**src/common/bitsyncPkg.sv**
```systemverilog
package bitsyncPkg;

    // Sample and accumulator widths
    localparam int sampleWidth = 18;
    localparam int accumWidth  = 22;

    typedef logic signed [sampleWidth-1:0] sampleT;
    typedef logic signed [sampleWidth-1:0] errorT;
    typedef logic        [accumWidth-1:0]  accumT;
    typedef logic        [15:0]            lockCountT;

    // Lock detector window and vote limit
    localparam int        avgLength      = 16;
    localparam lockCountT lockCountLimit = 16'd4;

    typedef enum logic [1:0] {modeBpsk, modeQpsk, modeOqpsk, modeAuqpsk} demodModeT;
    typedef enum logic {onTime, offTime} phaseStateT;
    typedef enum logic {average, test} avgStateT;

    // Early/late error of one rail, zero without a sign change
    function automatic errorT edgeError(sampleT early, sampleT off, sampleT late);
        if (early[sampleWidth-1] == late[sampleWidth-1]) begin
            return '0;
        end
        return early[sampleWidth-1] ? off : -off;
    endfunction

    function automatic logic [sampleWidth-1:0] magnitude(sampleT x);
        return x[sampleWidth-1] ? -x : x;
    endfunction

endpackage

```
**src/common/symbolIf.sv**
```systemverilog
`timescale 1ns/1ps

// Recovered clock enables and data of one rail
interface symbolIf;
    import bitsyncPkg::*;

    logic   sym2xEn;
    logic   symEn;
    sampleT symData;
    logic   bitData;

    modport source (
        output sym2xEn, symEn, symData, bitData
    );

    modport sink (
        input sym2xEn, symEn, symData, bitData
    );

endinterface

```
**src/common/timingErrorIf.sv**
```systemverilog
`timescale 1ns/1ps

// Detector results handed to a lock detector
interface timingErrorIf;
    import bitsyncPkg::*;

    logic                   errorEn;
    logic                   transition;
    logic [sampleWidth-1:0] offTimeMag;
    logic [sampleWidth-1:0] onTimeMag;

    modport detector (
        output errorEn, transition, offTimeMag, onTimeMag
    );

    modport lock (
        input errorEn, transition, offTimeMag, onTimeMag
    );

endinterface

```
**src/bitsync/auTimingDetector.sv**
```systemverilog
`timescale 1ns/1ps

module auTimingDetector (
    input  logic                  sampleClk,
    input  logic                  reset,
    input  logic                  auResampSync,
    input  bitsyncPkg::demodModeT demodMode,
    input  bitsyncPkg::sampleT    au,
    output bitsyncPkg::errorT     auTimingError,
    output logic                  auTimingErrorEn,
    output logic                  auBitsyncLock,
    output bitsyncPkg::lockCountT auLockCounter,
    symbolIf.source               symAu
);
    import bitsyncPkg::*;

    logic                        auEnable;
    logic                        auStrobe;
    logic                        auReset;
    sampleT                      auDelay;
    sampleT                      auFiltered;
    logic signed [sampleWidth:0] auSum;
    sampleT                      sr [2:0];
    phaseStateT                  phaseState;
    errorT                       nextError;
    logic                        transition;
    logic [sampleWidth-1:0]      offMag;
    logic [sampleWidth-1:0]      onMag;

    // Path only runs in AUQPSK, otherwise it sits cleared
    assign auEnable = (demodMode == modeAuqpsk);
    assign auStrobe = auResampSync && auEnable;
    assign auReset  = reset || !auEnable;

    assign auSum = auDelay + au;

    always_ff @(posedge sampleClk) begin
        if (auStrobe) begin
            auDelay    <= au;
            auFiltered <= auSum[sampleWidth:1];
            sr[0]      <= auFiltered;
            sr[1]      <= sr[0];
            sr[2]      <= sr[1];
        end
    end

    assign nextError = edgeError(sr[2], sr[1], sr[0]);

    always_ff @(posedge sampleClk) begin
        if (auReset) begin
            phaseState    <= onTime;
            auTimingError <= '0;
            transition    <= 1'b0;
            offMag        <= '0;
            onMag         <= '0;
        end else if (auStrobe) begin
            case (phaseState)
                onTime: phaseState <= offTime;
                offTime: begin
                    phaseState    <= onTime;
                    auTimingError <= nextError;
                    transition    <= sr[2][sampleWidth-1] != sr[0][sampleWidth-1];
                    offMag        <= magnitude(nextError);
                    onMag         <= magnitude(sr[2][sampleWidth-1] ? sr[0] : sr[2]);
                end
            endcase
        end
    end

    assign auTimingErrorEn = auStrobe && (phaseState == onTime);

    assign symAu.sym2xEn = auStrobe;
    assign symAu.symEn   = auTimingErrorEn;
    assign symAu.symData = sr[1];
    assign symAu.bitData = sr[1][sampleWidth-1];

    timingErrorIf lockIf ();

    assign lockIf.errorEn    = auTimingErrorEn;
    assign lockIf.transition = transition;
    assign lockIf.offTimeMag = offMag;
    assign lockIf.onTimeMag  = onMag;

    lockDetector auLock (
        .sampleClk   (sampleClk),
        .reset       (auReset),
        .strobe      (auStrobe),
        .errIn       (lockIf.lock),
        .locked      (auBitsyncLock),
        .lockCounter (auLockCounter)
    );

endmodule

```
**src/bitsync/primaryTimingDetector.sv**
```systemverilog
`timescale 1ns/1ps

module primaryTimingDetector (
    input  logic                  sampleClk,
    input  logic                  reset,
    input  logic                  symTimes2Sync,
    input  bitsyncPkg::demodModeT demodMode,
    input  bitsyncPkg::sampleT    i,
    input  bitsyncPkg::sampleT    q,
    output bitsyncPkg::errorT     timingError,
    output logic                  timingErrorEn,
    output logic                  bitsyncLock,
    output bitsyncPkg::lockCountT lockCounter,
    symbolIf.source               symI,
    symbolIf.source               symQ
);
    import bitsyncPkg::*;

    //********************************************************************
    // Two-sample sum
    //********************************************************************
    sampleT                      iDelay;
    sampleT                      qDelay;
    sampleT                      iFiltered;
    sampleT                      qFiltered;
    logic signed [sampleWidth:0] iSum;
    logic signed [sampleWidth:0] qSum;

    assign iSum = iDelay + i;
    assign qSum = qDelay + q;

    always_ff @(posedge sampleClk) begin
        if (symTimes2Sync) begin
            iDelay    <= i;
            qDelay    <= q;
            iFiltered <= iSum[sampleWidth:1];
            qFiltered <= qSum[sampleWidth:1];
        end
    end

    //********************************************************************
    // Early/on/late shift registers
    //********************************************************************
    sampleT srI [2:0];
    sampleT srQ [3:0];
    logic   oqpsk;
    sampleT qEarly;
    sampleT qMid;
    sampleT qLate;

    always_ff @(posedge sampleClk) begin
        if (symTimes2Sync) begin
            srI[0] <= iFiltered;
            srI[1] <= srI[0];
            srI[2] <= srI[1];
            // BPSK carries I on both rails
            srQ[0] <= (demodMode == modeBpsk) ? iFiltered : qFiltered;
            srQ[1] <= srQ[0];
            srQ[2] <= srQ[1];
            srQ[3] <= srQ[2];
        end
    end

    // OQPSK taps Q one stage deeper, half a symbol behind I
    assign oqpsk  = (demodMode == modeOqpsk);
    assign qEarly = oqpsk ? srQ[3] : srQ[2];
    assign qMid   = oqpsk ? srQ[2] : srQ[1];
    assign qLate  = oqpsk ? srQ[1] : srQ[0];

    //********************************************************************
    // Phase state and timing error
    //********************************************************************
    phaseStateT                  phaseState;
    errorT                       errorI;
    errorT                       errorQ;
    errorT                       nextErrorI;
    sampleT                      onLevelI;
    logic                        transition;
    logic [sampleWidth-1:0]      offMag;
    logic [sampleWidth-1:0]      onMag;
    logic signed [sampleWidth:0] errSum;
    logic                        errorEn;

    assign nextErrorI = edgeError(srI[2], srI[1], srI[0]);
    // On-time level taken on the positive side of the edge
    assign onLevelI   = srI[2][sampleWidth-1] ? srI[0] : srI[2];

    always_ff @(posedge sampleClk) begin
        if (reset) begin
            phaseState <= onTime;
            errorI     <= '0;
            errorQ     <= '0;
            transition <= 1'b0;
            offMag     <= '0;
            onMag      <= '0;
        end else if (symTimes2Sync) begin
            case (phaseState)
                onTime: phaseState <= offTime;
                offTime: begin
                    phaseState <= onTime;
                    errorI     <= nextErrorI;
                    errorQ     <= edgeError(qEarly, qMid, qLate);
                    transition <= srI[2][sampleWidth-1] != srI[0][sampleWidth-1];
                    offMag     <= magnitude(nextErrorI);
                    onMag      <= magnitude(onLevelI);
                end
            endcase
        end
    end

    assign errorEn       = symTimes2Sync && (phaseState == onTime);
    assign timingErrorEn = errorEn;
    // Mean of the I and Q errors
    assign errSum        = errorI + errorQ;
    assign timingError   = errSum[sampleWidth:1];

    assign symI.sym2xEn = symTimes2Sync;
    assign symI.symEn   = errorEn;
    assign symI.symData = srI[1];
    assign symI.bitData = srI[1][sampleWidth-1];
    assign symQ.sym2xEn = symTimes2Sync;
    assign symQ.symEn   = errorEn;
    assign symQ.symData = qMid;
    assign symQ.bitData = qMid[sampleWidth-1];

    //********************************************************************
    // Lock detection on the I rail
    //********************************************************************
    timingErrorIf lockIf ();

    assign lockIf.errorEn    = errorEn;
    assign lockIf.transition = transition;
    assign lockIf.offTimeMag = offMag;
    assign lockIf.onTimeMag  = onMag;

    lockDetector primaryLock (
        .sampleClk   (sampleClk),
        .reset       (reset),
        .strobe      (symTimes2Sync),
        .errIn       (lockIf.lock),
        .locked      (bitsyncLock),
        .lockCounter (lockCounter)
    );

endmodule

```
**src/rtl/bitsyncTop.sv**
```systemverilog
`timescale 1ns/1ps

module bitsyncTop (
    input  logic                  sampleClk,
    input  logic                  reset,
    input  logic                  symTimes2Sync,
    input  logic                  auResampSync,
    input  bitsyncPkg::demodModeT demodMode,
    input  bitsyncPkg::sampleT    i,
    input  bitsyncPkg::sampleT    q,
    input  bitsyncPkg::sampleT    au,
    output bitsyncPkg::errorT     timingError,
    output logic                  timingErrorEn,
    output bitsyncPkg::errorT     auTimingError,
    output logic                  auTimingErrorEn,
    output logic                  iSym2xEn,
    output logic                  iSymEn,
    output logic                  bitDataI,
    output bitsyncPkg::sampleT    symDataI,
    output logic                  qSym2xEn,
    output logic                  qSymEn,
    output logic                  bitDataQ,
    output bitsyncPkg::sampleT    symDataQ,
    output logic                  bitsyncLock,
    output logic                  auBitsyncLock,
    output bitsyncPkg::lockCountT lockCounter,
    output bitsyncPkg::lockCountT auLockCounter
);

    symbolIf symI ();
    symbolIf symQ ();
    symbolIf symAu ();

    // Primary I/Q path
    primaryTimingDetector primary (
        .sampleClk     (sampleClk),
        .reset         (reset),
        .symTimes2Sync (symTimes2Sync),
        .demodMode     (demodMode),
        .i             (i),
        .q             (q),
        .timingError   (timingError),
        .timingErrorEn (timingErrorEn),
        .bitsyncLock   (bitsyncLock),
        .lockCounter   (lockCounter),
        .symI          (symI.source),
        .symQ          (symQ.source)
    );

    // Independent AU path on its own strobe
    auTimingDetector auPath (
        .sampleClk       (sampleClk),
        .reset           (reset),
        .auResampSync    (auResampSync),
        .demodMode       (demodMode),
        .au              (au),
        .auTimingError   (auTimingError),
        .auTimingErrorEn (auTimingErrorEn),
        .auBitsyncLock   (auBitsyncLock),
        .auLockCounter   (auLockCounter),
        .symAu           (symAu.source)
    );

    recoveredDataMux dataMux (
        .demodMode (demodMode),
        .symI      (symI.sink),
        .symQ      (symQ.sink),
        .symAu     (symAu.sink),
        .iSym2xEn  (iSym2xEn),
        .iSymEn    (iSymEn),
        .symDataI  (symDataI),
        .bitDataI  (bitDataI),
        .qSym2xEn  (qSym2xEn),
        .qSymEn    (qSymEn),
        .symDataQ  (symDataQ),
        .bitDataQ  (bitDataQ)
    );

endmodule

```
**src/rtl/lockDetector.sv**
```systemverilog
`timescale 1ns/1ps

module lockDetector (
    input  logic                  sampleClk,
    input  logic                  reset,
    input  logic                  strobe,
    timingErrorIf.lock            errIn,
    output logic                  locked,
    output bitsyncPkg::lockCountT lockCounter
);
    import bitsyncPkg::*;

    avgStateT                      avgState;
    logic [$clog2(avgLength)-1:0]  avgCount;
    accumT                         offSum;
    accumT                         onSum;
    logic                          voteUp;

    // Off-time energy below half the on-time energy counts as a good window
    assign voteUp = offSum[accumWidth-1:14] <= {1'b0, onSum[accumWidth-1:15]};

    always_ff @(posedge sampleClk) begin
        if (reset) begin
            avgState    <= average;
            avgCount    <= $bits(avgCount)'(avgLength - 1);
            offSum      <= '0;
            onSum       <= '0;
            locked      <= 1'b0;
            lockCounter <= '0;
        end else if (strobe) begin
            case (avgState)
                average: begin
                    // Only symbols with a transition carry timing information
                    if (errIn.errorEn && errIn.transition) begin
                        offSum <= offSum + accumT'(errIn.offTimeMag);
                        onSum  <= onSum + accumT'(errIn.onTimeMag);
                        if (avgCount == '0) begin
                            avgState <= test;
                        end else begin
                            avgCount <= avgCount - 1'b1;
                        end
                    end
                end
                test: begin
                    avgState <= average;
                    avgCount <= $bits(avgCount)'(avgLength - 1);
                    offSum   <= '0;
                    onSum    <= '0;
                    // Vote counter, clears when it hits either limit
                    if (voteUp) begin
                        if (lockCounter == lockCountLimit) begin
                            locked      <= 1'b1;
                            lockCounter <= '0;
                        end else begin
                            lockCounter <= lockCounter + 16'd1;
                        end
                    end else begin
                        if (lockCounter == ~lockCountLimit) begin
                            locked      <= 1'b0;
                            lockCounter <= '0;
                        end else begin
                            lockCounter <= lockCounter - 16'd1;
                        end
                    end
                end
            endcase
        end
    end

endmodule

```
**src/rtl/recoveredDataMux.sv**
```systemverilog
`timescale 1ns/1ps

module recoveredDataMux (
    input  bitsyncPkg::demodModeT demodMode,
    symbolIf.sink                 symI,
    symbolIf.sink                 symQ,
    symbolIf.sink                 symAu,
    output logic                  iSym2xEn,
    output logic                  iSymEn,
    output bitsyncPkg::sampleT    symDataI,
    output logic                  bitDataI,
    output logic                  qSym2xEn,
    output logic                  qSymEn,
    output bitsyncPkg::sampleT    symDataQ,
    output logic                  bitDataQ
);
    import bitsyncPkg::*;

    always_comb begin
        iSym2xEn = symI.sym2xEn;
        iSymEn   = symI.symEn;
        symDataI = symI.symData;
        bitDataI = symI.bitData;
        // AUQPSK puts the independent stream on the Q outputs
        if (demodMode == modeAuqpsk) begin
            qSym2xEn = symAu.sym2xEn;
            qSymEn   = symAu.symEn;
            symDataQ = symAu.symData;
            bitDataQ = symAu.bitData;
        end else begin
            qSym2xEn = symQ.sym2xEn;
            qSymEn   = symQ.symEn;
            symDataQ = symQ.symData;
            bitDataQ = symQ.bitData;
        end
    end

endmodule

```
**config.mk**
```make
export PLATFORM = sky130hd
export DESIGN_NAME = bitsyncTop
export DESIGN_NICKNAME = d
export VERILOG_FILES = /design/src/common/bitsyncPkg.sv /design/src/common/symbolIf.sv /design/src/common/timingErrorIf.sv /design/src/bitsync/auTimingDetector.sv /design/src/bitsync/primaryTimingDetector.sv /design/src/rtl/bitsyncTop.sv /design/src/rtl/lockDetector.sv /design/src/rtl/recoveredDataMux.sv
export SDC_FILE = /design/constraint.sdc
export NUM_CORES = 1
export LEC_CHECK = 0
export BUFFER_PORTS_ARGS = -buffer_cell sky130_fd_sc_hd__buf_2
export CELL_PAD_IN_SITES_DETAIL_PLACEMENT = 0
export CELL_PAD_IN_SITES_GLOBAL_PLACEMENT = 1
export CORE_ASPECT_RATIO = 2
export CORE_MARGIN = 8
export CORE_UTILIZATION = 35
export CTS_BUF_LIST = sky130_fd_sc_hd__clkbuf_4 sky130_fd_sc_hd__clkbuf_8
export DETAILED_ROUTE_END_ITERATION = 8
export GPL_TIMING_DRIVEN = 1
export PLACE_DENSITY = 0.68
export REMOVE_ABC_BUFFERS = 1
export SETUP_SLACK_MARGIN = 0.4
export SKIP_CTS_REPAIR_TIMING = 1
export SLEW_MARGIN = 20
export SYNTH_ARGS = -nofsm -noshare
export SYNTH_HDL_FRONTEND = slang
export SYNTH_SLANG_ARGS = --single-unit
```
**constraint.sdc**
```tcl
create_clock -name sampleClk -period 8.9 [get_ports sampleClk]
set_input_delay 1.335 -clock sampleClk [delete_from_list [all_inputs] [get_ports sampleClk]]
set_output_delay 1.335 -clock sampleClk [all_outputs]
set_load 0.05 [all_outputs]
```
==> results.py <==
metrics = {
    "outcome": {
        "status": "finished clean",
    },
    "yosys": {
        "syn_area_per_cell_um2": 9.77,
        "async_reset_ff_share_pct": 0,
        "synth_top_flop_cell": "edfxtp_1",
        "post_synth_num_cell_types": 98,
        "yosysTopAreaCellShare_pct": 27.6,
        "synth_edf_count": 271,
        "syn_inst": 3021,
        "synth_top_area_cell": "edfxtp_1",
        "synth_area_mm2": 0.0295,
        "yosysSeqAreaShare_pct": 45.2,
        "synth_warnings": 0,
        "yosys-top-cells-area": "edfxtp_1 28%, dfxtp_1 18%, ha_1 7.3%",
        "ys_seq_elements": 531,
    },
    "sta": {
        "hold_viol": 0,
        "maxSlewViolCount": 0,
        "period_minus_slack_ps": 5170,
        "tns_ps": 0,
        "tightest_slew_ps": 1000,
        "relSlewSlack_pct": 33.2,
        "period_share_pct": 58.1,
        "fmax_mhz": 193,
        "clock_skew_ps": 46.2,
        "rsz0062_at_grt": "no",
        "setup_ws_ps": 3730,
        "setup_viol": 0,
        "timing.hold.ws_ps": 411,
    },
    "detailed_routing": {
        "ant_nets": 0,
        "drc_errors": 0,
        "drt_pass1_iterations": 5,
        "vias_per_cell": 5.36,
        "num_vias": 23012,
        "wirelength_um": 83500,
        "routedWlPerCell_um": 19.5,
        "drt_iter0_markers": 1285,
    },
    "pwr": {
        "power_leakage_nw": 12.9,
        "worst_ir_drop_vdd_uv": 140,
        "power_density_mw_per_mm2": 179,
    },
    "global_routing": {
        "grt_pass1_vias": 23357,
        "grt_pass1_wl_um": 130000,
        "grt.total_usage_pct": 17.4,
        "grt_max_degree": 83,
        "use_met3_pct": 3.98,
        "grt-ovfl-total": 0,
        "antenna_found_initial": 2,
        "grt_use_met1_pct": 18.3,
        "top_usage_layer": "met2",
        "grt_use_met2_pct": 32.6,
    },
    "finish": {
        "layout.nets": 3402,
        "area_growth_pct": 12.3,
        "fillers": 8333,
        "drive_above_1_share_pct": 13.8,
        "regArea_mm2": 0.0133,
        "instances_no_fill": 4294,
        "multiInputGateArea_mm2": 0.0152,
    },
    "min_path": {
        "hold_class": "reg2reg",
        "min_path_cells": 0,
        "min_to": "auPath.sr[0][1]",
        "hold_start": "auPath.auFiltered[1]",
    },
    "setup_path": {
        "end_kind": "primary output",
        "cp_data_required_time_ps": 7570,
        "crit_arrival_ps": 3840,
        "r2r_end": "primary.lockIf.offTimeMag[16]",
        "critPathKind": "reg2out",
        "reg2reg_depth": 10,
        "ff2ff_setup_slack_ps": 5110,
        "cp_max_fo": 4,
        "crit-reg2reg-launch": "primary.srI[0][53]",
        "critical_path.startpoint_type": "flip-flop",
    },
    "placement": {
        "numPortBuffers": 173,
        "pre_cts_slack_ps": 4470,
        "place_inst": 4138,
        "hpwl_um": 62200,
        "gp_congestion": 0.847,
    },
    "flow_run": {
        "cap_violations": 0,
    },
    "clocking": {
        "cts_made_buffers": 85,
        "cts_buffer_depth": 3,
        "cts.clk_slew.worst_paths_ps": 70,
        "cts.sinks": 531,
        "clk_latency_ps": 750,
        "tritoncts": "yes",
        "clockRootBuffer": "clkbuf_8",
        "cts_max_level": 3,
    },
    "die": {
        "die_x_um": 221,
        "core_area_mm2": 0.0835,
        "row_count": 150,
        "dieHeight_um": 427,
        "dieArea_mm2": 0.0944,
        "ios": 174,
        "start_util_pct": 35.3,
    },
}
Yosys cell counts, drive strengths merged, types with 18 or more instances:
master / instances
and3: 26
xnor2: 128
nor4: 36
nand2: 254
a22o: 31
xor2: 79
a21o: 52
o21bai: 25
o31ai: 27
mux2i: 61
ha: 173
nand2b: 33
o21a: 24
o21ai: 191
mux2: 34
a211oi: 59
nor2: 271
a21oi: 231
nor3: 88
or4: 18
dfxtp: 260
edfxtp: 271
and2: 29
or3: 28
clkbuf: 91
nand3: 65
inv: 77
buf: 61
a31oi: 37
nor2b: 26
a22oi: 29
metal layers:
metal  share of wire, %  wire, um  up-vias
met5                  0         0        -
met4                3.9      3290        0
met3                5.2      4340      153
met2                 52     43300      503
met1                 39     32600    10911
li1                   -         -    11445
cells by family (layout without fill, tap and decap cells):
| logic type | after synthesis | count (layout) | synth area share [%] |
|---|---|---|---|
| AO/OA/AOI/OAI | 830 | 830 | 18.2 |
| XOR/XNOR | 207 | 207 | 6.14 |
| adder cells (fa/ha/maj) | 181 | 181 | 7.88 |
| buffers and inverters | 230 | 437 | 3.44 |
| flip-flops | 531 | 531 | 45.2 |
| multiplexers | 95 | 95 | 3.38 |
| other | 0 | 2 | 0 |
| AND/OR/NAND/NOR | 947 | 947 | 15.8 |
power by group:
part,switching [mW],internal (mW),leakage (nW)
clock,1.07,1.28,0.999
combinational,0.482,0.260,7.19
sequential,0.101,2.72,4.70
total,1.65,4.27,12.9
how the worst max path moves through the flow:
| stage | start | end | slack (ps) | depth (start not counted) |
|---|---|---|---|---|
| after global routing | primary.lockIf.offTimeMag[0] | timingError[17] | 3420 | 11 |
| after floorplan | demodMode[0] | bitDataQ | 2680 | 3 |
| final | primary.lockIf.offTimeMag[0] | timingError[17] | 3730 | 11 |
| after detailed placement | symTimes2Sync | iSym2xEn | 4470 | 3 |
| after global placement | symTimes2Sync | iSym2xEn | 4510 | 3 |
| after CTS | primary.lockIf.offTimeMag[0] | timingError[17] | 3660 | 11 |
state kept, by name, summed over array words and instances (netlist names), 22 cells and up:
register	cells
primary.primaryLock.onSum	22
auPath.auLock.onSum	22
auPath.auLock.offSum	22
auPath.sr	54
primary.srQ	55
primary.primaryLock.offSum	22
primary.srI	54
worst max-delay path: stages, from the launching register on:
cell and delay [ps]:
dfxtp_1 340, and2_1 180, fa_1 410, a21o_1 180, a21oi_1 230, o21bai_1 120, a221oi_1 390, o21ai_0 200
o41ai_1 410, buf_4 220, o221a_2 180, buf_2 250
cell type report:
cell class                      instances  area share [%]
Multi-Input combinational cell       2260            45.8
Clock buffer                          125            4.68
Timing Repair Buffer                  205            3.37
Tap cell                             1064            4.02
Antenna cell                            2          0.0151
Clock inverter                         29           0.989
Sequential cell                       531            40.3
Inverter                               78           0.891
cell usage in the layout (no fill, tap or decap), types with 28 or more instances in the layout:
cell	Yosys	routed
edfxtp_1	271	271
nor2_1	270	267
dfxtp_1	260	260
nand2_1	254	253
a21oi_1	230	229
o21ai_0	178	178
ha_1	173	173
buf_2	17	171
xnor2_1	128	128
clkbuf_8	0	99
nor3_1	82	82
xor2_1	79	79
inv_1	77	77
nand3_1	65	65
mux2i_1	60	60
a211oi_1	56	56
a21o_1	52	52
a31oi_1	37	37
mux2_2	34	34
nand2b_1	33	33
buf_4	25	33
nor4_1	31	31
a22o_1	31	31
a22oi_1	29	29
or3_1	28	28
through the flow:
stage | total power [mW] | utilization (%) | area (um^2)
after global placement | 3.62 | 37.4 | 31300
after CTS | 6.01 | 39.7 | 33100
after global routing | 6.17 | 39.7 | 33100
after floorplan | 3.35 | - | 28800
after detailed placement | 3.63 | 37.4 | 31300
final | 5.92 | 39.7 | 33100
Note: power is estimated with default switching activity, not from simulation.
